<file path="config.mk">
export PLATFORM = sky130hd
export DESIGN_NAME = conv1_writeback_flat
export DESIGN_NICKNAME = d
export VERILOG_FILES = /design/src/design/conv1_pkg.sv /design/src/design/conv_result_if.sv /design/src/design/conv1_writeback.sv /design/src/flat_wrapper.sv
export VERILOG_INCLUDE_DIRS = /design/src /design/src/design
export SDC_FILE = /design/constraint.sdc
export NUM_CORES = 1
export LEC_CHECK = 0
export BUFFER_PORTS_ARGS = -buffer_cell sky130_fd_sc_hd__buf_2
export CAP_MARGIN = 20
export CORE_MARGIN = 5
export CORE_UTILIZATION = 60
export DETAILED_ROUTE_END_ITERATION = 6
export PLACE_DENSITY = 0.87
export SLEW_MARGIN = 30
export SYNTH_ARGS = -nofsm -noshare
export SYNTH_HDL_FRONTEND = slang
export SYNTH_SLANG_ARGS = --single-unit
</file>
<file path="constraint.sdc">
create_clock -name clk -period 8.5 [get_ports clk]
set_clock_uncertainty 0.1 [all_clocks]
set_input_delay 1.275 -clock clk [delete_from_list [all_inputs] [get_ports clk]]
set_output_delay 1.275 -clock clk [all_outputs]
set_load 0.05 [all_outputs]
</file>
<file path="src/design/conv1_params.svh">
`ifndef CONV1_PARAMS_SVH
`define CONV1_PARAMS_SVH

// data widths
`define CONV_ACT_W        12
`define CONV_PARAM_W      8
`define CONV_ACC_W        24
`define CONV_WORD_W       192

// layer geometry
`define CONV_CH           4
`define CONV_POS          6
`define CONV_STEPS        16
`define CONV_DRAIN        6

// bank addressing
`define CONV_ADDR_W       6
`define CONV_WADDR_W      10
`define CONV_A_ROW_STRIDE 6
`define CONV_B_ROW_STRIDE 3

// quantization
`define CONV_BIAS_SHIFT   8
`define CONV_Q_SHIFT      7
`define CONV_Q_ROUND      64

`endif

</file>
<file path="src/design/conv1_pkg.sv">
`default_nettype none
`include "conv1_params.svh"

package conv1_pkg;

  typedef enum logic [1:0]
  {
    IDLE,
    RUN,
    DONE
  } conv_state_e;

  typedef logic signed [`CONV_ACT_W-1:0] act_t;

  // weights and biases share one width
  typedef logic signed [`CONV_PARAM_W-1:0] weight_t;

  typedef logic signed [`CONV_ACC_W-1:0] acc_t;

  // one input channel's 4x4 patch, row-major
  typedef act_t [0:3][0:3] window_t;

  typedef weight_t [0:2][0:2] kernel_t;

endpackage

`default_nettype wire

</file>
<file path="src/design/conv_result_if.sv">
`timescale 1ns/1ps
`default_nettype none
`include "conv1_params.svh"

interface conv_result_if import conv1_pkg::*; ();

  logic                         valid;
  logic [$clog2(`CONV_CH)-1:0]  out_ch;
  logic [$clog2(`CONV_POS)-1:0] pos_h;
  logic [$clog2(`CONV_POS)-1:0] pos_w;
  // pixel order (0,0) (0,1) (1,0) (1,1)
  acc_t [0:3]                   sum;
  weight_t                      bias;

  modport mac (output valid, out_ch, pos_h, pos_w, sum, bias);

  modport wb (input valid, out_ch, pos_h, pos_w, sum, bias);

endinterface

`default_nettype wire

</file>
<file path="src/design/conv1_writeback.sv">
`timescale 1ns/1ps
`default_nettype none
`include "conv1_params.svh"

module conv1_writeback import conv1_pkg::*; (
  input  logic                      clk,
  input  logic                      rst_n,
  conv_result_if.wb                 result,
  output logic                      sram_wen_b0,
  output logic                      sram_wen_b1,
  output logic                      sram_wen_b2,
  output logic                      sram_wen_b3,
  output logic [`CONV_ADDR_W-1:0]   sram_waddr_b,
  output logic [`CONV_CH*4-1:0]     sram_wordmask_b,
  output logic [`CONV_WORD_W-1:0]   sram_wdata_b
);

  logic signed [`CONV_ACC_W:0] bias_ext;
  logic signed [`CONV_ACC_W:0] biased [0:3];
  logic signed [`CONV_ACC_W:0] rounded [0:3];
  act_t q [0:3];
  logic [1:0] bank;
  logic [`CONV_WORD_W-1:0] wdata_next;
  logic [`CONV_CH*4-1:0] mask_next;

  assign bias_ext = $signed(result.bias) <<< `CONV_BIAS_SHIFT;

  always_comb
  begin
    for (int p = 0; p < 4; p++)
    begin
      biased[p] = $signed(result.sum[p]) + bias_ext;
      rounded[p] = (biased[p] + `CONV_Q_ROUND) >>> `CONV_Q_SHIFT;
      // relu first, so only the upper bound can saturate
      if (biased[p] <= 0)
        q[p] = '0;
      else if (rounded[p] > 2**(`CONV_ACT_W-1) - 1)
        q[p] = act_t'(2**(`CONV_ACT_W-1) - 1);
      else
        q[p] = act_t'(rounded[p]);
    end
  end

  // output channel k takes the same slot as input channel k
  always_comb
  begin
    wdata_next = '0;
    mask_next = '1;
    for (int p = 0; p < 4; p++)
      wdata_next[`CONV_WORD_W-1-(result.out_ch*4+p)*`CONV_ACT_W -: `CONV_ACT_W] = q[p];
    mask_next[`CONV_CH*4-1-result.out_ch*4 -: 4] = '0;
  end

  assign bank = {result.pos_h[0], result.pos_w[0]};

  always_ff @(posedge clk)
  begin
    if (!rst_n)
    begin
      {sram_wen_b3, sram_wen_b2, sram_wen_b1, sram_wen_b0} <= 4'b1111;
      sram_wordmask_b <= '1;
    end
    else
    begin
      {sram_wen_b3, sram_wen_b2, sram_wen_b1, sram_wen_b0} <= ~(4'(result.valid) << bank);
      sram_wordmask_b <= result.valid ? mask_next : '1;
    end
  end

  always_ff @(posedge clk)
  begin
    if (result.valid)
    begin
      sram_waddr_b <= `CONV_ADDR_W'((result.pos_h >> 1) * `CONV_B_ROW_STRIDE +
                                    (result.pos_w >> 1));
      sram_wdata_b <= wdata_next;
    end
  end

endmodule

`default_nettype wire

</file>
<file path="src/flat_wrapper.sv">
// flat-port wrapper written by rule: the top's interface ports become plain ports
module conv1_writeback_flat import conv1_pkg::*;
  (clk, rst_n, sram_wen_b0, sram_wen_b1, sram_wen_b2, sram_wen_b3, sram_waddr_b, sram_wordmask_b, sram_wdata_b, result_valid, result_out_ch, result_pos_h, result_pos_w, result_sum, result_bias);
  conv_result_if result_i ();
  input  logic clk;
  input  logic rst_n;
  output logic sram_wen_b0;
  output logic sram_wen_b1;
  output logic sram_wen_b2;
  output logic sram_wen_b3;
  output logic [`CONV_ADDR_W-1:0] sram_waddr_b;
  output logic [`CONV_CH*4-1:0] sram_wordmask_b;
  output logic [`CONV_WORD_W-1:0] sram_wdata_b;
  input wire logic [$bits(result_i.valid)-1:0] result_valid;
  input wire logic [$bits(result_i.out_ch)-1:0] result_out_ch;
  input wire logic [$bits(result_i.pos_h)-1:0] result_pos_h;
  input wire logic [$bits(result_i.pos_w)-1:0] result_pos_w;
  input wire logic [$bits(result_i.sum)-1:0] result_sum;
  input wire logic [$bits(result_i.bias)-1:0] result_bias;
  assign result_i.valid = result_valid;
  assign result_i.out_ch = result_out_ch;
  assign result_i.pos_h = result_pos_h;
  assign result_i.pos_w = result_pos_w;
  assign result_i.sum = result_sum;
  assign result_i.bias = result_bias;
  conv1_writeback u_core (.clk(clk), .rst_n(rst_n), .result(result_i), .sram_wen_b0(sram_wen_b0), .sram_wen_b1(sram_wen_b1), .sram_wen_b2(sram_wen_b2), .sram_wen_b3(sram_wen_b3), .sram_waddr_b(sram_waddr_b), .sram_wordmask_b(sram_wordmask_b), .sram_wdata_b(sram_wdata_b));
endmodule
</file>
; After elaboration in Yosys (flattened, before gate mapping)
; Cells that the tools add are included.
[word_totals]
wordCells = 69
register_bits = 218
out_inout_bits = 218
[classes]
shift = 11
magnitude_cmp = 8
reduce_logical = 1
mul = 5
n_bitwise = 4
add_sub_neg = 22
n_mux = 11
[ops]
columns = operator, n
row1 = $shift 12x34->203 const A, 4
row2 = $shiftx 12x34->203, 4
row3 = $bwmux 192, 3
row4 = $and 192x192->192, 1
row5 = $neg 32->34, 5
row6 = $sub 8x32->32 const A, 4
row7 = $add 25x8->26 const B, 4
row8 = $add 24x16->25, 4
row9 = $le 25x1->1 const B, 4
row10 = $mul 32x2->30 const B, 3
row11 = $mux 12, 8
row12 = $gt 19x12->1 const B, 4
row13 = $shift 4x34->19 const A, 1
row14 = $shiftx 4x34->19 const A, 1
row15 = $not 16->16, 1
row16 = $or 16x16->16, 1
row17 = $add 4x2->5 const B, 2
row18 = $mul 2x2->4 const B, 2
row19 = $add 6x2->6, 1
row20 = $add 4x1->5 const B, 1
row21 = $sub 4x4->5 const A, 1
row22 = $not 4->4, 1
row23 = $shl 1x2->4, 1
row24 = $reduce_and 2->1, 1

; Logic depth before layout (Yosys ltp)
; Gate-level depths: netlist of the first run.
[depth]
depth_word = 10
ltp_mapped = 17

; Least setup slack after synthesis of the first run
; OpenSTA, ideal clock, no wires.
[synth_path]
path_kind = input to register
from = in result_bias[0]
to = reg u_core.sram_wdata_b[139], data pin
path_buffers = 3
arrival_time_ns = 4.425
slack_ns = 3.714
required_ns = 8.139
setup_ns = 0.261
stages = 16
path_cell_list = ha_1 inv_1 fa_1 nor2b_1 o31ai_4 and4_1 or3_1 clkbuf_1 nor4_1 nand4b_1 or4_1 and2_1 clkbuf_1 o21ai_1 buf_2 o22ai_1
[synth_between]
elab_chain_len = 10
[synth_rtl]
columns = item, line
row1 = start: declaration, flat_wrapper.sv:19  ; input wire logic [$bits(result_i.bias)-1:0] result_bias;
row2 = $add 24x16->25, conv1_writeback.sv:32  ; biased[p] = $signed(result.sum[p]) + bias_ext;
row3 = $add 25x8->26 (no source line), -
row4 = $gt 19x12->1, conv1_writeback.sv:37  ; else if (rounded[p] > 2**(`CONV_ACT_W-1) - 1)
row5 = $mux 12, conv1_writeback.sv:37
row6 = $mux 12, conv1_writeback.sv:35  ; if (biased[p] <= 0)
row7 = $shiftx 12x34->203, conv1_writeback.sv:50  ; wdata_next[`CONV_WORD_W-1-(result.out_ch*4+p)*`CONV_ACT_W -: `CONV_ACT_W] = q[p];
row8 = $and 192x192->192 (no source line), -
row9 = $bwmux 192 (2 in series), conv1_writeback.sv:50
row10 = $bwmux 192 (*), conv1_writeback.sv:50
row11 = via u_core.wdata_next[139], conv1_writeback.sv:23  ; logic [`CONV_WORD_W-1:0] wdata_next;
row12 = end signal: assignment, conv1_writeback.sv:76  ; sram_wdata_b <= wdata_next;
row13 = end: declaration, conv1_writeback.sv:15  ; output logic [`CONV_WORD_W-1:0] sram_wdata_b
; The timed path passes the listed nets; every way through them passes the cells marked *.
; A chain may end at the register's enable or synchronous reset.

; Worst setup path after layout of the first run
[layout_path]
from = in result_bias[7]
to = reg u_core.sram_wdata_b[153], data pin
; Same word-level chain as after synthesis.

==> results of run 1 <==
-- synthesized netlist by cell type (33+ instances only) --
library cell and number:
edfxtp_1 197, nand2_1 147, nor2_1 120, o22ai_1 94
ha_1 84, o21ai_0 71, nand3_1 60, a21oi_1 58
inv_1 50, o221ai_1 48, clkbuf_1 44, xor2_1 42
xnor2_1 33
-- logic make-up after synthesis --
family / after synthesis
adders and majority gates: 89
DFF: 205
AOI/OAI and AO/OA: 475
other: 1
buffers and inverters: 139
muxes: 7
xor gates and xnor gates: 76
and+or+nand+nor: 585
-- layer usage --
metal / vias up / part of all wire [%]
met3: 254 / 12
met1: 6790 / 37
li1: 6610 / -
met4: 4 / 5.6
met2: 1148 / 46
met5: - / 0.043
-- worst min-delay path by stage --
| stage | end | cells past startpoint | start |
|---|---|---|---|
| finish | u_core.sram_wen_b2$_SDFF_PN1_ | 2 | result_pos_h[0] |
| global placement | u_core.sram_wen_b1$_SDFF_PN1_ | 2 | result_pos_w[0] |
| detailed placement | u_core.sram_wen_b1$_SDFF_PN1_ | 2 | result_pos_w[0] |
| global route | u_core.sram_wen_b1$_SDFF_PN1_ | 2 | result_pos_w[0] |
| floorplan | u_core.sram_wen_b1$_SDFF_PN1_ | 1 | result_pos_w[0] |
| CTS | u_core.sram_wen_b1$_SDFF_PN1_ | 2 | result_pos_w[0] |
-- final cells by class --
| type | count | area share, % |
|---|---|---|
| tap | 330 | 2.387 |
| multi-input combinational | 1234 | 48.36 |
| inverter | 50 | 1.085 |
| timing repair buffer | 335 | 9.789 |
| clock inverter | 10 | 0.3907 |
| clock buffer | 23 | 2.836 |
| sequential | 205 | 35.13 |
| antenna | 1 | 0.01447 |
-- metrics by stage --
stage | power, mW | hold slack [ns] | cells | cell area (um^2)
finish | 3.109 | 0.8930 | 2188 | 17290
global route | 3.207 | 0.8942 | 2187 | 17290
CTS | 3.072 | 0.8967 | 2187 | 17280
detailed placement | 2.314 | 1.373 | 2154 | 16720
global placement | 2.296 | 1.373 | 2154 | 16710
floorplan | 2.017 | 1.237 | 1578 | 15040
-- flip-flops by register name, indices dropped and copies added (netlist names) --
signal / count
u_core.sram_wen_b3: 1
u_core.sram_waddr_b: 5
u_core.sram_wen_b0: 1
u_core.sram_wordmask_b: 4
u_core.sram_wen_b2: 1
u_core.sram_wdata_b: 192
u_core.sram_wen_b1: 1
-- critical path, stage by stage --
cell and delay (ns):
buf_2 0.65, ha_1 0.38, a21oi_1 0.09, o21ai_0 0.45, nor3_1 0.09, a2111oi_0 0.39
o311ai_0 0.28, nor4_1 0.33, nand2_1 0.12, o21ai_1 0.78, or3_1 0.46, or2_0 0.58
o221ai_1 0.26
-- power by group through the flow --
stage	clock (mW)	combinational, mW	sequential, mW
6_report	0.778	1.13	1.20
4_1_cts	0.773	1.10	1.20
3_5_place_dp	0	1.09	1.22
3_3_place_gp	0	1.07	1.22
2_1_floorplan	0	0.562	1.45
5_1_grt	0.817	1.18	1.21
==> metrics.txt, run 1 <==
Pwr Density=179.8 nW/um^2; Pint=1.886 mW; Slew Limit Fails=0; CP startpoint=result_bias[7]; maximum vdd ir drop=0.0001673 V; die width=168.3 um; initial antenna violation count=4; Post-Synth Adder-Cell Area=7.655%; CTS clk-pin slew, worst paths=0.06 ns; Finish-stage setup viols=0; Gate Count Post-Synth=1,577; DRT Pass-1 Iters=7; number of port buffers=331; GRT busiest layer=met2; starting density of the core=60.23%; I/O Pins=333; Final Net Count=2,049; Iter 0 DRT Violations=2,099; die height=168.3 um; DRC viols=0; CP endpoint kind=register; dpl ws=2.181 ns; grt met1 use=44.11%; leakage power=6.762 nW; fin crit period=6.092 ns; CP max FO=36; Syn Area/Cell=9.535 um^2; grt total ovfl=0; Worst Path Required=8.58 ns; area of the multi-input gates=8364 um^2; Post-CTS Setup Repair Bufs=0; vias per cell=6.767; Worst Tran Pin Value=1.071 ns; max-cap check violation count=0; Filler cells=1,911; vias=14,806; status=finished clean; first-pass GRT wire length=77,110 um; Clock power frac=25.0%; critical path data arrival time=6.17 ns; main flop type after synthesis=edfxtp_1; post-synthesis cell type count=97; Post-synth EDFFs=197; Seq pwr share=38.7%; Area Overhead vs Synth=15.01%; CP Launch Type=primary input; achievable frequency=0.1641 GHz; WL/cell=23.65 um; register area share after synthesis=40.41%; DP HPWL=40,280 um; Synthesis Warnings=0; largest family of logic cells by synthesized area=compound AO/OA/AOI/OAI gates; Detail Route Antenna Nets=0; RSZ-0062 raised after global routing=no; share of cells above drive strength 1=23.64%; Compound-Gate Fraction of Synth Area=22.47%; area share of the largest cell type after synthesis=39.34%; clock root cell=clkbuf_16; cts bufs inserted=19; largest net degree at the start of global routing=78; hold_buf cts=0; CTS Sinks=205; Rel. slew slack=28.48%; vias in the first global route=13,731; commonest non-fill, non-tap cell in the layout=buf_2; M3 GR Usage=5.940%; cell type with the largest total area after synthesis=edfxtp_1; sw frac=39.33%; setup slack after layout=2.408 ns; setup TNS=0 ns; Routed WL=51,760 um; Mapped Area=15,040 um^2; die footprint=28,330 um^2; top post-synthesis cells by area=edfxtp_1, ha_1, o22ai_1; GR Layer Usage met2=57.20%; Logic pwr share=36.3%; ys async rst share=0%; Reg area=6076 um^2; fin crit share=71.67%; CTS-repair resized insts=0; Synth Area in XOR/XNOR=4.477%; Synth Area in Simple Gates=20.29%; P_sw=1.223 mW; Final Hold Viols=0; GR Util All Layers=34.22%; Hold/Removal Path Class=primary input to register; FP Rows=58; Seq cells post-synth=205; CTS tree=built; core footprint=24,960 um^2; Placer Congestion=1.025; CP Capture Point=u_core.sram_wdata_b[153]$_DFFE_PP_; Clock H-tree levels=1; most frequent cells in the layout=buf_2, edfxtp_1, nand2_1, nor2_1, o22ai_1; Util after Layout=69.28%; post-synthesis mux area share=0.4743%; clock buffer depth=3; crit path kind=primary input to register
No activity file was read; power rests on OpenSTA's default activity.
==> run 2, diff against run 1 <==
ABC_AREA = 1   (was default)
CORE_UTILIZATION = 58   (was 60)
PLACE_DENSITY = 0.83   (was 0.87)
clock period = 6.13 ns   (was 8.5 ns; I/O delays follow)
==> metrics.txt, run 2 <==
critical path data arrival time=4.86 ns; area share of the largest cell type after synthesis=33.24%; Slew Limit Fails=0; Syn Area/Cell=6.928 um^2; largest net degree at the start of global routing=134; Synthesis Warnings=0; critical path's slowest cell=buf_2; maximum vdd ir drop=0.0001599 V; hold_buf cts=0; top post-synthesis cells by area=edfxtp_1, nand2_1, nand3_1; Final Cell Area=20,320 um^2; fin crit share=76.76%; status=finished clean; commonest non-fill, non-tap cell in the layout=nand2_1; P_sw=2.107 mW; CTS Sinks=205; core footprint=30,430 um^2; Mapped Area=17,800 um^2; CP Capture Point=u_core.sram_wdata_b[74]$_DFFE_PP_; post-synthesis cell type count=56; CTS-repair resized insts=0; CP endpoint kind=register; synth cell count leaders=nand2_1, inv_1, nor2_1; Iter 0 DRT Violations=2,664; diodes inserted=0; starting density of the core=58.49%; Worst Tran Pin Value=0.9506 ns; CP startpoint=result_bias[7]; leakage power=9.788 nW; max-cap check violation count=0; FP Rows=64; Area Overhead vs Synth=14.15%; RSZ-0062 raised after global routing=no; vias in the first global route=18,495; CTS clk-pin slew, worst paths=0.07 ns; share of cells above drive strength 1=18.08%; die width=185.2 um; vias=19,743; cell type with the largest total area after synthesis=edfxtp_1; Pwr Density=238.2 nW/um^2; Logic pwr share=40.8%; Pint=2.732 mW; DP Area=19,720 um^2; setup slack after layout=1.424 ns; worst-path cell chain=buf_2, ha_1, nand2_1, inv_1, nand2_1, nand2_1, inv_1, nand3_1, nand2_1, nand4_1, nor2_1, nand3_1, nand2_1, nand3_1, nand2_1, nand3_1, nand2_1, nor2_1, nand2_1, nand2_1, nand2_1, nand2_1; Placer Congestion=1.060; Finish-stage setup viols=0; WP depth=22; WL/cell=20.64 um; Hold/Removal Path Class=primary input to register; I/O Pins=333; CTS tree=built; clock buffer depth=3; sw frac=43.54%; crit path kind=primary input to register; Final Hold Viols=0; number of port buffers=331; first-pass GRT wire length=101,200 um; GR Util All Layers=37.75%; CP Launch Type=primary input; achievable frequency=0.2125 GHz; CP delay by family, top=simple AND/OR/NAND/NOR gates; initial antenna violation count=1; cts bufs inserted=19; ys async rst share=0%; Buf+Inv Stages, Crit Path=3; fin crit period=4.706 ns; Seq cells post-synth=205; CP max FO=36; die footprint=34,290 um^2; Hold Crit Depth=2; main flop type after synthesis=edfxtp_1; Largest regs=u_core.sram_wdata_b x192, u_core.sram_waddr_b x5, u_core.sram_wordmask_b x4; Routed WL=67,520 um; Rel. slew slack=36.23%; DRC viols=0; Final Net Count=3,068; Post-CTS Setup Repair Bufs=0; DP HPWL=52,050 um; grt total ovfl=0; Gate Count Post-Synth=2,569; Detail Route Antenna Nets=0; setup TNS=0 ns; max reg flops=192; most frequent cells in the layout=nand2_1, buf_2, inv_1, nor2_1, nand3_1; Worst Path Required=6.28 ns; die height=185.2 um; Largest Register=u_core.sram_wdata_b; Seq pwr share=34.3%; DRT Pass-1 Iters=6; CP dominant cell by count=nand2_1; most frequent cell after synthesis=nand2_1; Post-synth EDFFs=197; dpl ws=1.073 ns; Clock H-tree levels=1; Clock power frac=24.8%; register area share after synthesis=34.14%; clock root cell=clkbuf_16; CP max stage delay=0.65 ns; vias per cell=6.034
[run 2: cell types whose count changed in the layout (fill, tap and decap cells not counted), sizes merged, moves of 20 or more]
| cell | before | now |
|---|---|---|
| o221ai | 48 | 0 |
| or3 | 28 | 0 |
| nand4 | 26 | 121 |
| nand2 | 147 | 802 |
| buf | 335 | 355 |
| xor2 | 43 | 18 |
| nand3 | 60 | 288 |
| a21o | 26 | 0 |
| nor2 | 127 | 335 |
| a21oi | 62 | 41 |
| or2 | 24 | 4 |
| inv | 51 | 343 |
| nor2b | 27 | 0 |
| o22ai | 94 | 10 |
[run 2: worst min-delay path by stage]
stage / endpoint / from / slack (ns)
2_1_floorplan: u_core.sram_wen_b2$_SDFF_PN1_ / result_pos_h[0] / 0.90
3_3_place_gp: u_core.sram_wen_b0$_SDFF_PN1_ / result_pos_w[0] / 1.04
3_5_place_dp: u_core.sram_wen_b2$_SDFF_PN1_ / result_pos_h[0] / 1.05
4_1_cts: u_core.sram_wen_b2$_SDFF_PN1_ / result_pos_h[0] / 0.54
5_1_grt: u_core.sram_wen_b0$_SDFF_PN1_ / rst_n / 0.56
6_report: u_core.sram_wen_b2$_SDFF_PN1_ / result_pos_h[0] / 0.54
[run 2: power groups by stage]
stage	combinational [mW]	sequential (mW)	clock [mW]
after floorplan	1.03	2.01	0
after global placement	1.87	1.69	0
after detailed placement	1.90	1.69	0
after CTS	1.91	1.66	1.19
after global routing	2.09	1.67	1.25
final	1.98	1.66	1.20
[run 2: cell type report]
class,count,area (um^2)
Clock buffer,23,490.5
Clock inverter,10,107.6
Fill cell,2721,10110
Inverter,345,1295
Multi-Input combinational cell,1938,9997
Sequential cell,205,6076
Tap cell,396,495.5
Timing Repair Buffer,355,1856
[run 2: kinds of logic (layout without fill, tap and decap cells)]
family / count (synthesis) / count (layout) / synth area share, %
AND/OR/NAND/NOR: 1605 / 1605 / 41.10
buffers and inverters: 427 / 733 / 9.757
AO/OA/AOI/OAI: 208 / 208 / 6.840
flip-flops: 205 / 205 / 34.14
adder cells (fa/ha/maj): 89 / 89 / 6.468
XOR/XNOR: 34 / 34 / 1.673
other: 1 / 2 / 0.02107
[run 2: metrics by stage]
stage                     power [mW]  std cells  util, %  hold slack, ns
after global placement         3.561       3239    64.80           1.039
after CTS                      4.762       3272    66.77          0.5391
after detailed placement       3.593       3239    64.80           1.048
final                          4.839       3272    66.77          0.5351
after global routing           5.015       3272    66.77          0.5561
after floorplan                3.046       2570        -          0.9036
[run 2: layer usage]
layer / vias up / global-route usage (%) / part of all wire [%]
li1: 9079 / - / -
met3: 343 / 7.404 / 11
met2: 1409 / 60.37 / 44
met1: 8912 / 47.82 / 38
met4: 0 / 21.87 / 7.1
met5: - / 0 / 0
==> run 3, diff against run 2 <==
CORE_UTILIZATION = 52   (was 58)
PLACE_DENSITY = 0.78   (was 0.83)
clock period = 4.2 ns   (was 6.13 ns; I/O delays follow)
==> metrics.txt, run 3 (synthesis results as in run 2) <==
die width=195.0 um; clock root cell=clkbuf_16; core footprint=33,700 um^2; leakage power=10.17 nW; HP Start=result_pos_h[0]; CP delay by family, top=simple AND/OR/NAND/NOR gates; critical path's slowest cell=o21ai_0; Largest Register=u_core.sram_wdata_b; setup TNS=0 ns; worst-path cell chain=buf_2, buf_4, ha_1, nand2_1, inv_1, nand2_1, nand2_1, inv_1, nand2_1, nand2_1, nand3_1, nand2_1, nand4_1, nor2_1, nor2_1, nand3_1, nand2_1, buf_12, nand3_4, nand3_1, o21ai_0, nor2_1, nor2_1; Worst Path Required=4.47 ns; vias in the first global route=18,004; CTS tree=built; CP max stage delay=0.49 ns; DRT Pass-1 Iters=7; GR Util All Layers=33.99%; first-pass GRT wire length=102,700 um; Pwr Density=346.5 nW/um^2; diodes inserted=0; Placer Congestion=1.084; starting density of the core=52.81%; share of cells above drive strength 1=20.03%; CP startpoint=result_bias[7]; fin crit period=3.887 ns; Detail Route Antenna Nets=0; Clock H-tree levels=1; Placed Cells=3,357; initial antenna violation count=1; max reg flops=192; vias=19,437; hold_buf cts=0; maximum vdd ir drop=0.0003423 V; Worst Tran Pin Value=0.9169 ns; Largest regs=u_core.sram_wdata_b x192, u_core.sram_waddr_b x5, u_core.sram_wordmask_b x4; CP endpoint kind=register; area of the multi-input gates=9995 um^2; Buf+Inv Stages, Crit Path=5; failing checks=DRC; CTS-repair resized insts=0; clock buffer depth=3; Routed WL=68,110 um; most frequent cells in the layout=nand2_1, buf_2, inv_1, nor2_1, nand3_1; CP dominant cell by count=nand2_1; Hold/Removal Path Class=primary input to register; Area Overhead vs Synth=18.15%; CP max FO=20; grt total ovfl=0; Reg area=6076 um^2; Rel. slew slack=38.65%; Final Hold Viols=0; die footprint=38,030 um^2; number of port buffers=331; Iter 0 DRT Violations=2,184; Finish-stage setup viols=0; crit path kind=primary input to register; commonest non-fill, non-tap cell in the layout=nand2_1; WL/cell=20.07 um; CTS clk-pin slew, worst paths=0.07 ns; I/O Pins=333; Final Net Count=3,135; DRC viols=1; Util after Layout=62.40%; critical path data arrival time=4.16 ns; setup slack after layout=0.3135 ns; status=finished, violations left; largest net degree at the start of global routing=92; DP HPWL=54,520 um; FP Rows=67; Slew Limit Fails=0; fin crit share=92.54%; die height=195.0 um; CP Launch Type=primary input; CTS Sinks=205; achievable frequency=0.2573 GHz; cts bufs inserted=20; max-cap check violation count=0; RSZ-0062 raised after global routing=no; vias per cell=5.729; Finished Layout Cells=3,393; Filler cells=3,161; Post-CTS Setup Repair Bufs=0; dpl ws=-0.08651 ns
==> run 3: layout make-up <==
class,instances,share of cell area (%)
timing repair buffer,421,11.54
sequential,205,28.89
clock inverter,12,0.6664
tap,448,2.666
inverter,345,6.158
clock buffer,24,2.553
multi-input combinational,1938,47.53
==> run 3: per-stage QoR <==
stage / hold slack [ns] / total power, mW / area [um^2]
3_3_place_gp: 0.7417 / 5.341 / 20350
6_report: 0.2562 / 7.287 / 21030
4_1_cts: 0.2444 / 7.223 / 21030
2_1_floorplan: 0.6141 / 4.446 / 17800
3_5_place_dp: 0.7613 / 5.377 / 20350
5_1_grt: 0.2516 / 7.585 / 21030
==> run 3: final timing paths <==
check / slack, ns / depth (start not counted) / end
worst min-delay path: 0.26 / 2 / u_core.sram_wen_b3$_SDFF_PN1_
worst max-delay path: 0.31 / 23 / u_core.sram_wdata_b[117]$_DFFE_PP_
==> run 3: metal layers <==
layer | GRT usage (%) | up-vias | share of wire, %
met1 | 44.75 | 8805 | 40
li1 | - | 9198 | -
met2 | 53.40 | 1202 | 43
met5 | 0 | - | 0
met4 | 17.69 | 0 | 6.4
met3 | 6.617 | 232 | 11
==> run 3: report_power, final <==
part	switching, mW	leakage [nW]	internal, mW	total, mW
Sequential	0.0481	1.94	2.38	2.43
Combinational	2.24	7.91	0.753	2.99
Clock	0.813	0.326	1.06	1.87
Total	3.10	10.2	4.19	7.29
