File: src/design/conv1_params.svh
`ifndef CONV1_PARAMS_SVH
`define CONV1_PARAMS_SVH

// data widths
`define CONV_ACT_W        12
`define CONV_PARAM_W      8
`define CONV_ACC_W        24
`define CONV_WORD_W       192

// layer geometry
`define CONV_CH           4
`define CONV_POS          6
`define CONV_STEPS        16
`define CONV_DRAIN        6

// bank addressing
`define CONV_ADDR_W       6
`define CONV_WADDR_W      10
`define CONV_A_ROW_STRIDE 6
`define CONV_B_ROW_STRIDE 3

// quantization
`define CONV_BIAS_SHIFT   8
`define CONV_Q_SHIFT      7
`define CONV_Q_ROUND      64

`endif

File: src/design/conv1_pkg.sv
`default_nettype none
`include "conv1_params.svh"

package conv1_pkg;

  typedef enum logic [1:0]
  {
    IDLE,
    RUN,
    DONE
  } conv_state_e;

  typedef logic signed [`CONV_ACT_W-1:0] act_t;

  // weights and biases share one width
  typedef logic signed [`CONV_PARAM_W-1:0] weight_t;

  typedef logic signed [`CONV_ACC_W-1:0] acc_t;

  // one input channel's 4x4 patch, row-major
  typedef act_t [0:3][0:3] window_t;

  typedef weight_t [0:2][0:2] kernel_t;

endpackage

`default_nettype wire

File: src/design/conv_sched_if.sv
`timescale 1ns/1ps
`default_nettype none
`include "conv1_params.svh"

interface conv_sched_if ();

  // one weight step, aligned with the window stage output
  logic                         load;
  logic [$clog2(`CONV_CH)-1:0]  in_ch;
  logic [$clog2(`CONV_CH)-1:0]  out_ch;
  logic [$clog2(`CONV_POS)-1:0] pos_h;
  logic [$clog2(`CONV_POS)-1:0] pos_w;

  modport seq (output load, in_ch, out_ch, pos_h, pos_w);

  modport stage (input load, in_ch, out_ch, pos_h, pos_w);

endinterface

`default_nettype wire

File: src/design/conv1_sequencer.sv
`timescale 1ns/1ps
`default_nettype none
`include "conv1_params.svh"

module conv1_sequencer import conv1_pkg::*; (
  input  logic                     clk,
  input  logic                     rst_n,
  input  logic                     enable,
  output logic                     valid,
  output logic [`CONV_ADDR_W-1:0]  sram_raddr_a0,
  output logic [`CONV_ADDR_W-1:0]  sram_raddr_a1,
  output logic [`CONV_ADDR_W-1:0]  sram_raddr_a2,
  output logic [`CONV_ADDR_W-1:0]  sram_raddr_a3,
  output logic [`CONV_WADDR_W-1:0] sram_raddr_weight,
  output logic [`CONV_ADDR_W-1:0]  sram_raddr_bias,
  conv_sched_if.seq                sched
);

  localparam int STEP_W = $clog2(`CONV_STEPS);
  localparam int POS_W = $clog2(`CONV_POS);
  localparam int CH_W = $clog2(`CONV_CH);
  localparam int DRAIN_W = $clog2(`CONV_DRAIN);

  conv_state_e state;
  logic [STEP_W-1:0] step;
  logic [POS_W-1:0] pos_h;
  logic [POS_W-1:0] pos_w;
  logic issuing;
  logic last_step;
  logic [DRAIN_W-1:0] drain_cnt;
  logic [POS_W-1:0] row_e;
  logic [POS_W-1:0] row_o;
  logic [POS_W-1:0] col_e;
  logic [POS_W-1:0] col_o;
  logic [1:0] load_d;
  logic [STEP_W+2*POS_W-1:0] tag_d1;
  logic [STEP_W+2*POS_W-1:0] tag_d2;

  function automatic logic [`CONV_ADDR_W-1:0] tile_addr(
    input logic [POS_W-1:0] row,
    input logic [POS_W-1:0] col
  );
    return `CONV_ADDR_W'(row * `CONV_A_ROW_STRIDE + col);
  endfunction

  assign last_step = (step == STEP_W'(`CONV_STEPS - 1)) &&
                     (pos_h == POS_W'(`CONV_POS - 1)) &&
                     (pos_w == POS_W'(`CONV_POS - 1));

  always_ff @(posedge clk)
  begin
    if (!rst_n)
    begin
      state <= IDLE;
      issuing <= 1'b0;
      step <= '0;
      pos_h <= '0;
      pos_w <= '0;
      drain_cnt <= '0;
    end
    else
    begin
      case (state)
        IDLE:
        begin
          if (enable)
          begin
            state <= RUN;
            issuing <= 1'b1;
          end
        end
        RUN:
        begin
          if (issuing)
          begin
            step <= step + 1'b1;
            if (step == STEP_W'(`CONV_STEPS - 1))
            begin
              if (pos_w == POS_W'(`CONV_POS - 1))
              begin
                pos_w <= '0;
                pos_h <= last_step ? '0 : pos_h + 1'b1;
              end
              else
              begin
                pos_w <= pos_w + 1'b1;
              end
            end
            if (last_step)
              issuing <= 1'b0;
          end
          else
          begin
            // let the last results drain through the pipeline
            drain_cnt <= drain_cnt + 1'b1;
            if (drain_cnt == DRAIN_W'(`CONV_DRAIN - 1))
              state <= DONE;
          end
        end
        default:
        begin
          state <= DONE;
        end
      endcase
    end
  end

  assign valid = (state == DONE);

  // even banks hold the tile at ceil(pos/2), odd banks the one at floor(pos/2)
  assign row_e = (pos_h >> 1) + POS_W'(pos_h[0]);
  assign row_o = pos_h >> 1;
  assign col_e = (pos_w >> 1) + POS_W'(pos_w[0]);
  assign col_o = pos_w >> 1;

  assign sram_raddr_a0 = tile_addr(row_e, col_e);
  assign sram_raddr_a1 = tile_addr(row_e, col_o);
  assign sram_raddr_a2 = tile_addr(row_o, col_e);
  assign sram_raddr_a3 = tile_addr(row_o, col_o);

  // step is {out_ch, in_ch}
  assign sram_raddr_weight = `CONV_WADDR_W'(step);
  assign sram_raddr_bias = `CONV_ADDR_W'(step[CH_W +: CH_W]);

  // SRAM read plus window register
  always_ff @(posedge clk)
  begin
    if (!rst_n)
      load_d <= '0;
    else
      load_d <= {load_d[0], issuing};
  end

  always_ff @(posedge clk)
  begin
    tag_d1 <= {step, pos_h, pos_w};
    tag_d2 <= tag_d1;
  end

  assign sched.load = load_d[1];
  assign {sched.out_ch, sched.in_ch, sched.pos_h, sched.pos_w} = tag_d2;

endmodule

`default_nettype wire

File: src/flat_wrapper.sv
// flat-port wrapper written by rule: the top's interface ports become plain ports
module conv1_sequencer_flat import conv1_pkg::*;
  (clk, rst_n, enable, valid, sram_raddr_a0, sram_raddr_a1, sram_raddr_a2, sram_raddr_a3, sram_raddr_weight, sram_raddr_bias, sched_load, sched_in_ch, sched_out_ch, sched_pos_h, sched_pos_w);
  conv_sched_if sched_i ();
  input  logic clk;
  input  logic rst_n;
  input  logic enable;
  output logic valid;
  output logic [`CONV_ADDR_W-1:0] sram_raddr_a0;
  output logic [`CONV_ADDR_W-1:0] sram_raddr_a1;
  output logic [`CONV_ADDR_W-1:0] sram_raddr_a2;
  output logic [`CONV_ADDR_W-1:0] sram_raddr_a3;
  output logic [`CONV_WADDR_W-1:0] sram_raddr_weight;
  output logic [`CONV_ADDR_W-1:0] sram_raddr_bias;
  output wire logic [$bits(sched_i.load)-1:0] sched_load;
  output wire logic [$bits(sched_i.in_ch)-1:0] sched_in_ch;
  output wire logic [$bits(sched_i.out_ch)-1:0] sched_out_ch;
  output wire logic [$bits(sched_i.pos_h)-1:0] sched_pos_h;
  output wire logic [$bits(sched_i.pos_w)-1:0] sched_pos_w;
  assign sched_load = sched_i.load;
  assign sched_in_ch = sched_i.in_ch;
  assign sched_out_ch = sched_i.out_ch;
  assign sched_pos_h = sched_i.pos_h;
  assign sched_pos_w = sched_i.pos_w;
  conv1_sequencer u_core (.clk(clk), .rst_n(rst_n), .enable(enable), .valid(valid), .sram_raddr_a0(sram_raddr_a0), .sram_raddr_a1(sram_raddr_a1), .sram_raddr_a2(sram_raddr_a2), .sram_raddr_a3(sram_raddr_a3), .sram_raddr_weight(sram_raddr_weight), .sram_raddr_bias(sram_raddr_bias), .sched(sched_i));
endmodule
File: config.mk
export PLATFORM = sky130hd
export DESIGN_NAME = conv1_sequencer_flat
export DESIGN_NICKNAME = d
export VERILOG_FILES = /design/src/design/conv1_pkg.sv /design/src/design/conv_sched_if.sv /design/src/design/conv1_sequencer.sv /design/src/flat_wrapper.sv
export VERILOG_INCLUDE_DIRS = /design/src /design/src/design
export SDC_FILE = /design/constraint.sdc
export NUM_CORES = 1
export LEC_CHECK = 0
export ABC_CLOCK_PERIOD_IN_PS = 3000
export BUFFER_PORTS_ARGS = -buffer_cell sky130_fd_sc_hd__buf_2
export CORE_ASPECT_RATIO = 2
export CORE_MARGIN = 8
export CORE_UTILIZATION = 48
export CTS_BUF_LIST = sky130_fd_sc_hd__clkbuf_8
export CTS_CLUSTER_DIAMETER = 200
export DETAILED_ROUTE_END_ITERATION = 6
export HOLD_SLACK_MARGIN = 0.03
export PLACE_DENSITY = 0.76
export SETUP_SLACK_MARGIN = 0.1
export SLEW_MARGIN = 20
export SYNTH_ARGS = -nofsm -noshare
export SYNTH_HDL_FRONTEND = slang
export SYNTH_SLANG_ARGS = --single-unit
File: constraint.sdc
create_clock -name clk -period 3 [get_ports clk]
set_input_delay 0.75 -clock clk [delete_from_list [all_inputs] [get_ports clk]]
set_output_delay 0.75 -clock clk [all_outputs]
set_load 0.02 [all_outputs]
Yosys cells after proc, flatten, opt, wreduce, memory -nomap -nowiden
Cells that the tools add are included.
- register bits after elaboration: 38
- latch bits: 0
- memory bits (writable): 0
- bits in read-only memories: 0
- input port bits: 3
- output and inout bits: 52
- logic and storage cells: 51
- memories: 0
- add/subtract/negate cells: 10
- multipliers: 2
- div/mod/pow operators: 0
- order comparisons: 0
- equal/unequal tests: 9
- shifts and indexed selects: 0
- mux-type cells: 10
- bitwise logic cells: 1
- reductions and logical operators: 10
- operators by type and width (cell ; number):
    adder 6 x 2 -> 6 bit ; 2
    adder 6 x 3 -> 6 bit ; 2
    adder 3 x 1 -> 3 bit, second input constant ; 3
    equality test 3 bit, second input constant ; 3
    adder 2 x 1 -> 3 bit ; 2
    2-to-1 mux 2 bit ; 3
    2-to-1 mux 3 bit ; 2
    AND reduction 2 bit ; 3
    AND reduction 3 bit ; 2
    multiplier 3 x 2 -> 5 bit, second input constant ; 1
    adder 4 x 1 -> 4 bit, second input constant ; 1
    equality test 4 bit, second input constant ; 1
    multiplier 2 x 2 -> 4 bit, second input constant ; 1
    inequality test 2 bit, second input constant ; 2
    one-hot mux 2 bit (2 select lines) ; 1
    AND reduction 4 bit ; 1
    2-to-1 mux 1 bit ; 3
    equality test 2 x 1 -> 1 bit, second input constant ; 1
    equality test 2 bit, second input constant ; 1
    logical AND 1 bit ; 2
    logical NOT 2 bit ; 1
    inequality test 2 x 1 -> 1 bit, second input constant ; 1
    one-hot mux 1 bit (2 select lines) ; 1
    nonzero test 2 bit ; 1
    NOT 1 bit ; 1

Longest topological paths before layout
Gate-level depths: netlist (run 1).
- depth in word-level cells: 6
- depth in mapped cells: 8
- depth with buffers taken out: 8

Worst setup path before layout (run 1)
OpenSTA, ideal clock, no wires.
- path type: register -> output
- start: register u_core.pos_h[1]
- end: output sram_raddr_a0[3]
- data arrival time: 2.259 ns
- data required time: 2.250 ns
- path slack: -0.009 ns
- cell stages (with the launch flop): 7
- cell sequence: dfxtp_1 > inv_1 > ha_1 > inv_1 > fa_1 > fa_1 > xnor2_1
- longest elaborated chain between the ends: 3
- ends and longest elaborated chain (what ; line ; source):
    start, declared ; conv1_sequencer.sv:26 ; logic [POS_W-1:0] pos_h;
    start signal, assigned ; conv1_sequencer.sv:82 ; pos_h <= last_step ? '0 : pos_h + 1'b1;
    adder 2 x 1 -> 3 bit ; conv1_sequencer.sv:111 ; assign row_e = (pos_h >> 1) + POS_W'(pos_h[0]);
    multiplier 3 x 2 -> 5 bit (no line) ; -- ;
    adder 6 x 3 -> 6 bit ; conv1_sequencer.sv:43 ; return `CONV_ADDR_W'(row * `CONV_A_ROW_STRIDE + col);
    end, declared ; flat_wrapper.sv:9 ; output logic [`CONV_ADDR_W-1:0] sram_raddr_a0;
Every way passes these cells.

Final worst setup path (run 1)
- start: register u_core.pos_h[1]
- end: output sram_raddr_a0[5]
Same word-level chain as after synthesis.

==> key figures, run 1 <==
Power and ir drop
  – VDD IR-drop max: 256.0 uV
  – Net Sw Power: 0.1922 mW
  – Static Leak: 1.215 nW
  – Sw frac: 21.43%
  – Comb pwr share: 4.7%
  – Pwr per Cell Area: 392.8 mW/mm^2
  – Sequential Power Share: 58.3%
  – Clock Power Share: 37.0%
  – P_int: 0.7048 mW

Floorplanning
  – Die width: 59.43 um
  – Initial Util: 50.19%
  – Core ar.: 0.003607 mm^2
  – I/O pins: 55
  – Die area: 0.006112 mm^2
  – Rows: 31
  – Die height: 102.9 um

Route
  – Antenna Nets Post-Route: 0
  – Final wirelength: 3732 um
  – Via density: 4.764
  – DRC: 0
  – Routed len/inst: 13.77 um
  – Routed vias: 1291
  – Initial drt markers: 10
  – DR pass1 iterations: 4

Yosys
  – Synth Area in Simple Gates: 15.00%
  – Syn avg cell area: 10.78 um^2
  – Syn Std Cell Area: 0.001810 mm^2
  – Post-synth top cells: 38 x dfxtp_1, 21 x ha_1, 15 x buf_4
  – Synth top area cells: dfxtp_1 42%, ha_1 15%, buf_4 6.2%
  – #FFs+latches synth: 38
  – Mux cell area share after synthesis: 3.317%
  – FFs w/ async S/R, synth: 0%
  – Post-synth EDFFs: 0
  – Cell variety after synth: 36
  – Seq/Total Area, Yosys: 42.02%
  – Most frequent cell after synthesis: dfxtp_1
  – Main combinational cell family by area after synthesis: adder cells
  – Adder-cell share of the synthesized area: 18.94%
  – Area leader, netlist: dfxtp_1
  – Synth Area in XOR/XNOR: 6.289%
  – Yosys warnings: 0
  – Post-Syn Instances: 168
  – Compound-gate portion of the synthesized area: 5.321%
  – Yosys top cell area share: 42.02%
  – Top_reg_cell synth: dfxtp_1

Clock network
  – Hold-fix buffers at CTS: 0
  – H-tree depth: 2
  – CTS clk-pin slew, worst paths: 0.07 ns
  – Num Clock Sinks: 38
  – CTS buffer count: 5
  – CTS root buf: clkbuf_8
  – Clock Latency Late Sink: 0.28 ns
  – Clock buffer depth: 2
  – CTS tree: built

Timing
  – TNS Setup: -0.1553 ns
  – Unrepaired setup endpoints after global routing: yes
  – Post-layout min period: 3.063 ns
  – Final Max Slew Viols: 0
  – Final setup vio count: 4
  – Setup Skew: 0.005393 ns
  – Max Fclk: 326.5 MHz
  – Period utilisation layout: 102.1%
  – Hold Slack: 0.3273 ns
  – Final Hold Viols: 0
  – Worst setup margin: -0.06276 ns

Global route
  – Vias in the first global route: 1349
  – Congestion Overflow GR: 0
  – Initial antenna violation count: 0
  – Largest net degree at the start of global routing: 24
  – Global Route Usage Sum: 13.44%
  – First-pass GRT wire length: 6216 um

Run
  – MaxCap Viol Count: 0

Outcome
  – Outcome: complete, but fails checks
  – Failing checks: negative setup slack

Worst setup path
  – Critical path data required time: 2.25 ns
  – R2R cell count: 6
  – Kind of critical path: reg2out
  – CP Launch Point: u_core.pos_h[1]$_SDFFE_PN0P_
  – Critical Path Source Type: flip-flop
  – CP max FO: 3
  – CP Capture Type: output pin
  – R2R Path Start: u_core.pos_w[1]$_SDFFE_PN0P_
  – Crit path DAT: 2.31 ns

Cells and area
  – Multi-input combinational cell area: 991.0 um^2
  – Fillers: 314
  – Final nets: 251
  – Sequential cell area: 763.2 um^2
  – Layout cells sized above 1: 36.04%
  – Layout Area Growth over Synthesis: 26.12%
  – # diodes: 0

Placed design
  – Routability cong.: 0.7225
  – Detailed Place HPWL: 2845 um
  – Port buffer count: 44

Hold path
  – Hold path depth: 0
  – Min-delay src: u_core.tag_d1[7]$_DFF_P_
  – Worst Hold Class: reg2reg
cells in the final DEF, fill, tap and decap left out, drive strengths merged, types with 2 or more instances in the layout:
cell type | synthesis | final
nand3b | 3 | 3
ha | 21 | 21
nor3b | 2 | 2
xnor2 | 7 | 7
and3 | 3 | 3
nand2 | 11 | 11
o21ai | 3 | 3
fa | 4 | 4
buf | 15 | 56
clkbuf | 2 | 6
and2 | 7 | 7
nand2b | 2 | 2
nor2 | 2 | 2
xor2 | 6 | 6
mux2i | 6 | 6
dfxtp | 38 | 38
nor2b | 3 | 3
a21boi | 2 | 2
inv | 11 | 11
o211a | 3 | 3
nand3 | 5 | 5
conb | 1 | 10
power by group through the flow:
stage               Clock, mW  Combinational, mW  Sequential, mW
CTS                     0.339             0.0420           0.523
detailed placement          0             0.0420           0.535
global placement            0             0.0412           0.534
floorplan                   0             0.0414           0.536
finish                  0.332             0.0421           0.523
global route            0.362             0.0480           0.525
through the flow:
stage / instance area, um^2 / utilization (%) / total power [mW] / setup slack, ns / instances
6_report: 2283 / 63.30 / 0.8970 / -0.06276 / 271
5_1_grt: 2283 / 63.30 / 0.9343 / -0.1716 / 271
4_1_cts: 2276 / 63.09 / 0.9045 / -0.01400 / 271
3_5_place_dp: 2081 / 57.68 / 0.5768 / 0.06490 / 260
3_3_place_gp: 2081 / 57.68 / 0.5755 / 0.09459 / 260
2_1_floorplan: 1867 / - / 0.5771 / 0.1294 / 177
cell families (layout without fill, tap and decap cells):
group           Yosys count  after routing
fa+ha+maj                25             25
simple gates             44             44
xor+xnor                 13             13
buf+inv                  28             73
compound gates           13             13
other cells               1             10
mux                       6              6
flops                    38             38
routing by layer:
layer,up-vias,routed length [um],global-route usage [%]
met5,-,0,0
met1,609,1206,10.57
met3,9,197,4.375
met4,0,102,7.978
met2,34,2226,26.44
li1,639,-,-
worst paths after layout:
| kind | endpoint | slack [ns] |
|---|---|---|
| max | sram_raddr_a0[5] | -0.06 |
| min | u_core.tag_d2[7]$_DFF_P_ | 0.33 |
| max reg2reg | u_core.pos_h[0]$_SDFFE_PN0P_ | 1.47 |
| min reg2reg | u_core.tag_d2[7]$_DFF_P_ | 0.33 |
timing repair:
item                       CTS  global route
setup endpoints to repair    6             9
pin swaps                    6             1
resized for setup           20             3
setup buffers                5             0
registers in the layout, indices dropped and copies added, names as in the netlist:
register	cells
u_core.drain_cnt	3
u_core.issuing	1
u_core.load_d	2
u_core.pos_h	3
u_core.pos_w	3
u_core.state	2
u_core.step	4
u_core.tag_d1	10
u_core.tag_d2	10
worst max-delay path, cell delays in order (launching register included):
cell	delay, ns
dfxtp_2	0.35
inv_2	0.06
ha_4	0.27
inv_4	0.04
fa_2	0.48
fa_2	0.39
xor2_1	0.17
and2_4	0.16
buf_6	0.11
layout make-up:
class                   instances  share of cell area, %
multi-input cells             111                  43.40
flip-flops and latches         38                  33.42
repair buffers                 56                  14.96
clock buffers                   6                  3.616
well taps                      49                  2.685
inverters                      11                  1.918
Note: power is estimated with default switching activity, not from simulation.
==> run 2, diff against run 1 <==
==> constraint.sdc (replaced) <==
create_clock -name clk -period 3 [get_ports clk]
set_input_delay 0.15 -clock clk [delete_from_list [all_inputs] [get_ports clk]]
set_output_delay 0.15 -clock clk [all_outputs]
set_load 0.02 [all_outputs]
==> run 2 against run 1 <==
Compared with the run above:
- the flow now finishes without violations
- routed wire length fell by 9.4%
- sequential share of layout area rose by 3.1 points
- design area fell by 8.5%
- die area did not move
- via count fell by 4.6%
- first-iteration DRC count rose by 40%
- count of clock-buffer cells in the layout fell by 1
- sequential power barely moved
- largest cell class unchanged
- register-to-register slack improved by 0.08 ns
- worst hold slack got worse by 0.22 ns
- clock power fell by 4%
==> key figures, run 2 (same netlist as run 1, synthesis figures left out) <==
Outcome
  – Outcome: finished, final reports clean (was complete, but fails checks)

Clock network
  – Clock Latency Late Sink: 0.28 ns (about the same)
  – Clock buffer depth: 2 (unchanged)
  – Hold-fix buffers at CTS: 0 (unchanged)
  – CTS tree: built (unchanged)
  – Post-CTS Resized: 0 (was 20)
  – CTS root buf: clkbuf_8 (unchanged)
  – Setup Buffers After CTS: 0 (was 5)
  – Num Clock Sinks: 38 (unchanged)
  – H-tree depth: 2 (unchanged)
  – CTS clk-pin slew, worst paths: 0.07 ns (about the same)
  – CTS buffer count: 5 (unchanged)

Timing
  – Final setup vio count: 0 (was 4)
  – Post-layout min period: 2.769 ns (was 3.063 ns)
  – TNS Setup: 0 ns (was -0.1553 ns)
  – Setup Skew: 0.003427 ns (was 0.005393 ns)
  – Final Max Slew Viols: 0 (unchanged)
  – Final Hold Viols: 0 (unchanged)
  – Max Fclk: 361.2 MHz (was 326.5 MHz)
  – Period utilisation layout: 92.28% (was 102.1%)
  – Unrepaired setup endpoints after global routing: no (was yes)

Worst setup path
  – Kind of critical path: reg2out (unchanged)
  – Critical Path Source Type: flip-flop (unchanged)
  – CP max FO: 7 (was 3)
  – Crit path DAT: 2.62 ns (was 2.31 ns)
  – Critical path data required time: 2.85 ns (was 2.25 ns)
  – CP Capture Type: output pin (unchanged)
  – R2r setup slk: 1.55 ns (was 1.47 ns)

Placed design
  – Port buffer count: 44 (unchanged)
  – Placed Instances: 253 (was 260)
  – Area post-placement: 0.002006 mm^2 (was 0.002081 mm^2)
  – Detailed Place HPWL: 2684 um (was 2845 um)
  – Routability cong.: 0.7780 (was 0.7225)

Route
  – Routed len/inst: 13.01 um (was 13.77 um)
  – DRC: 0 (unchanged)
  – Antenna Nets Post-Route: 0 (unchanged)
  – Via density: 4.738 (was 4.764)
  – DR pass1 iterations: 4 (unchanged)
  – Final wirelength: 3382 um (was 3732 um)
  – Initial drt markers: 14 (was 10)
  – Routed vias: 1232 (was 1291)

Cells and area
  – Final nets: 239 (was 251)
  – Layout Area Growth over Synthesis: 15.34% (was 26.12%)
  – Most common cell after layout, fill and taps aside: buf_2
  – Layout cells sized above 1: 27.01% (was 36.04%)
  – Most frequent cells in the layout: 44 x buf_2, 37 x dfxtp_1, 21 x ha_1, 11 x nand2_1 (was 36 x buf_2, 36 x dfxtp_1, 18 x ha_1, 17 x buf_4, 11 x nand2_1)
  – # diodes: 0 (unchanged)
  – Regs by FF count: u_core.tag_d1 (10), u_core.tag_d2 (10), u_core.step (4) (unchanged)
  – Post-route cell area: 0.002088 mm^2 (was 0.002283 mm^2)
  – Non-filler cells, final: 260 (was 271)

Run
  – MaxCap Viol Count: 0 (unchanged)

Global route
  – Initial antenna violation count: 0 (unchanged)
  – First-pass GRT wire length: 5347 um (was 6216 um)
  – Global Route Usage Sum: 11.40% (was 13.44%)
  – Vias in the first global route: 1236 (was 1349)
  – Largest net degree at the start of global routing: 24 (unchanged)
  – Congestion Overflow GR: 0 (unchanged)

Power and ir drop
  – Static Leak: 1.143 nW (was 1.215 nW)
  – VDD IR-drop max: 339.2 uV (was 256.0 uV)
  – Pwr per Cell Area: 423.5 mW/mm^2 (was 392.8 mW/mm^2)

Floorplanning
  – Die height: 102.9 um (unchanged)
  – Die width: 59.43 um (unchanged)
  – Rows: 31 (unchanged)
  – I/O pins: 55 (unchanged)
  – Initial Util: 50.19% (unchanged)
  – Core ar.: 0.003607 mm^2 (unchanged)
  – Die area: 0.006112 mm^2 (unchanged)

Hold path
  – Worst Hold Class: in2reg (was reg2reg)
## run 2: cell count changes in the layout (fill, tap and decap cells not counted), sizes merged
cell,previous run,this run
buf,56,44
clkinv,0,2
clkbuf,6,5
## run 2: critical path, cell delays in order (launching register included)
cell and delay (ns):
dfxtp_2 0.40, inv_1 0.09, ha_1 0.32, inv_2 0.07, fa_2 0.52, fa_1 0.48, xor2_1 0.16, and2_1 0.15
buf_2 0.15
## run 2: area by class of cell
cell class	instances	area, um^2
clock buffer	5	68.82
sequential	38	762.0
timing repair buffer	44	220.2
fill	357	1519
clock inverter	2	10.01
multi-input combinational	111	924.6
inverter	11	41.29
tap	49	61.31
## run 2: where the power goes
group / leakage [nW] / switching (mW) / total (mW) / internal, mW
sequential: 0.308 / 0.00945 / 0.523 / 0.514
combinational: 0.791 / 0.0278 / 0.0422 / 0.0143
clock: 0.0438 / 0.164 / 0.319 / 0.156
total: 1.14 / 0.201 / 0.884 / 0.684
## run 2: stage by stage
step | total power [mW] | hold WS (ns) | worst slack (ns) | utilization (%)
CTS | 0.8940 | 0.1104 | 0.1058 | 57.79
global placement | 0.5755 | 0.3105 | 0.4832 | 55.60
global route | 0.9207 | 0.1232 | 0.1313 | 57.89
floorplan | 0.5771 | 0.2878 | 0.5914 | -
finish | 0.8843 | 0.1108 | 0.2315 | 57.89
detailed placement | 0.5767 | 0.3143 | 0.4179 | 55.60
## run 2: worst paths after layout
path / start / end / cells past startpoint
setup / recovery: u_core.pos_h[1]$_SDFFE_PN0P_ / sram_raddr_a0[5] / 8
hold / removal: enable / u_core.state[0]$_SDFFE_PN0P_ / 2
setup reg to reg: u_core.pos_w[1]$_SDFFE_PN0P_ / u_core.pos_h[1]$_SDFFE_PN0P_ / 5
hold reg to reg: u_core.tag_d1[0]$_DFF_P_ / u_core.tag_d2[0]$_DFF_P_ / 0
## run 2: per-layer routing
metal,part of all wire (%),track usage (%)
met4,2.4,6.679
met3,5.3,2.875
met2,55,21.76
met1,37,10.06
met5,0,0
==> run 3, diff against run 2 <==
- REMOVE_ABC_BUFFERS: unset -> 1
==> run 3 against run 2 <==
Compared with the run above:
- clock skew rose by 0.00070 ns
- worst setup slack improved by 0.022 ns
- global-route usage rose by 0.57 points
- worst hold slack got worse by 0.012 ns
- design area rose by 3.1%
- die area did not move
- sequential share of layout area fell by 1.1 points
- cell count rose by 0.38%
- clock power rose by 64%
- sequential cell count did not move
- fmax rose by 0.78%
- first-iteration DRC count rose by 7.1%
- critical path type unchanged
- critical endpoint unchanged
- highest routed layer unchanged
==> key figures, run 3 (same netlist as run 1, synthesis figures left out) <==
Floorplanning
  – Die width: 59.43 um (unchanged)
  – Core ar.: 0.003607 mm^2 (unchanged)
  – I/O pins: 55 (unchanged)
  – Rows: 31 (unchanged)
  – Initial Util: 50.19% (unchanged)
  – Die height: 102.9 um (unchanged)
  – Die area: 0.006112 mm^2 (unchanged)

Worst setup path
  – Critical Path Source Type: flip-flop (unchanged)
  – Crit path DAT: 2.60 ns (was 2.62 ns)
  – Critical path's top delay family: adder cells (unchanged)
  – CP bufs+invs: 3 (unchanged)
  – CP max FO: 7 (unchanged)
  – CP Capture Type: output pin (unchanged)
  – Critical path data required time: 2.85 ns (about the same)
  – Kind of critical path: reg2out (unchanged)
  – CP max stage delay: 0.49 ns (was 0.52 ns)
  – Slowest stage cell, crit path: fa_1 (was fa_2)
  – CP cell instances: inv_1 > ha_1 > inv_2 > fa_2 > fa_1 > xor2_1 > and2_1 > buf_2 (unchanged)

Route
  – Routed len/inst: 13.04 um (was 13.01 um)
  – Routed vias: 1247 (was 1232)
  – Final wirelength: 3404 um (was 3382 um)
  – DRC: 0 (unchanged)
  – Antenna Nets Post-Route: 0 (unchanged)
  – DR pass1 iterations: 4 (unchanged)
  – Initial drt markers: 15 (was 14)
  – Via density: 4.778 (was 4.738)

Outcome
  – Outcome: finished, final reports clean (unchanged)

Clock network
  – Num Clock Sinks: 38 (unchanged)
  – H-tree depth: 2 (unchanged)
  – CTS buffer count: 5 (unchanged)
  – CTS tree: built (unchanged)
  – Setup Buffers After CTS: 0 (unchanged)
  – CTS clk-pin slew, worst paths: 0.07 ns (about the same)
  – Clock buffer depth: 2 (unchanged)
  – Clock Latency Late Sink: 0.28 ns (about the same)
  – CTS root buf: clkbuf_8 (unchanged)

Cells and area
  – Regs by FF count: u_core.tag_d1 (10), u_core.tag_d2 (10), u_core.step (4) (unchanged)
  – Most frequent cells in the layout: 44 x buf_2, 37 x dfxtp_1, 21 x ha_1, 11 x nand2_1 (unchanged)
  – Final nets: 239 (unchanged)
  – Non-filler cells, final: 261 (was 260)
  – Layout cells sized above 1: 27.36% (was 27.01%)
  – Most common cell after layout, fill and taps aside: buf_2 (unchanged)
  – # diodes: 0 (unchanged)
  – Layout Area Growth over Synthesis: 18.87% (was 15.34%)

Global route
  – Global Route Usage Sum: 11.96% (was 11.40%)
  – First-pass GRT wire length: 5699 um (was 5347 um)
  – Congestion Overflow GR: 0 (unchanged)
  – Initial antenna violation count: 0 (unchanged)
  – Largest net degree at the start of global routing: 24 (unchanged)
  – Vias in the first global route: 1283 (was 1236)

Placed design
  – Routability cong.: 0.8081 (was 0.7780)
  – Placed Instances: 253 (unchanged)
  – Port buffer count: 44 (unchanged)
  – Detailed Place HPWL: 2659 um (was 2684 um)

Timing
  – TNS Setup: 0 ns (unchanged)
  – Max Fclk: 364.0 MHz (was 361.2 MHz)
  – Post-layout min period: 2.747 ns (was 2.769 ns)
  – Final Hold Viols: 0 (unchanged)
  – Final setup vio count: 0 (unchanged)
  – Unrepaired setup endpoints after global routing: no (unchanged)
  – Final Max Slew Viols: 0 (unchanged)
  – Setup Skew: 0.004127 ns (was 0.003427 ns)
  – Period utilisation layout: 91.57% (was 92.28%)

Power and ir drop
  – Static Leak: 1.171 nW (was 1.143 nW)
  – VDD IR-drop max: 447.7 uV (was 339.2 uV)
  – Pwr per Cell Area: 506.4 mW/mm^2 (was 423.5 mW/mm^2)

Hold path
  – Worst Hold Class: in2reg (unchanged)

Run
  – MaxCap Viol Count: 0 (unchanged)
[run 3: changes by cell type in the layout (fill, tap and decap cells not counted), sizes merged]
cell / before / now
bufinv: 0 / 2
clkbuf: 5 / 6
clkinv: 2 / 0
[run 3: stage by stage]
stage / util (%) / setup WS, ns / hold WS, ns / power, mW / area (um^2)
after global placement: 55.60 / 0.4755 / 0.3098 / 0.5759 / 2006
after floorplan: - / 0.5914 / 0.2717 / 0.5645 / 1724
after global routing: 59.66 / 0.1158 / 0.1060 / 1.134 / 2152
final: 59.66 / 0.2530 / 0.09913 / 1.090 / 2152
after detailed placement: 55.60 / 0.4122 / 0.3135 / 0.5778 / 2006
after CTS: 59.59 / 0.1752 / 0.09530 / 1.102 / 2150
[run 3: layout make-up]
| type | count | area [um^2] |
|---|---|---|
| Fill cell | 329 | 1455 |
| Multi-Input combinational cell | 111 | 924.6 |
| Sequential cell | 38 | 762.0 |
| Timing Repair Buffer | 44 | 220.2 |
| Clock buffer | 6 | 82.58 |
| Tap cell | 49 | 61.31 |
| Clock inverter | 2 | 60.06 |
| Inverter | 11 | 41.29 |
[run 3: final timing paths]
| check | startpoint | slack (ns) | to | depth (start not counted) |
|---|---|---|---|---|
| worst max-delay path | u_core.pos_h[1]$_SDFFE_PN0P_ | 0.25 | sram_raddr_a0[5] | 8 |
| worst min-delay path | enable | 0.1 | u_core.state[0]$_SDFFE_PN0P_ | 2 |
| worst max register to register | u_core.step[0]$_SDFFE_PN0P_ | 1.53 | u_core.pos_h[1]$_SDFFE_PN0P_ | 4 |
| worst min register to register | u_core.tag_d1[0]$_DFF_P_ | 0.33 | u_core.tag_d2[0]$_DFF_P_ | 0 |
[run 3: what timing repair did]
action | in CTS | in global routing
setup endpoints to repair | 1 | 1
hold buffers | 0 | 0
pin swaps | 0 | 0
gates resized for setup | 1 | 2
[run 3: layer usage]
metal  routed length (um)  up-vias  track usage (%)
met5                    0        -                0
met3                  173       10            2.750
met1                 1288      584            11.37
met2                 1858       36            22.01
met4                   84        0            7.236
li1                     -      617                -
[run 3: report_power, final]
group	leakage, nW	total [mW]	internal (mW)	switching [mW]
logic	0.792	0.0427	0.0144	0.0283
registers	0.308	0.523	0.513	0.0101
clock network	0.0714	0.524	0.354	0.169
total	1.17	1.09	0.882	0.208
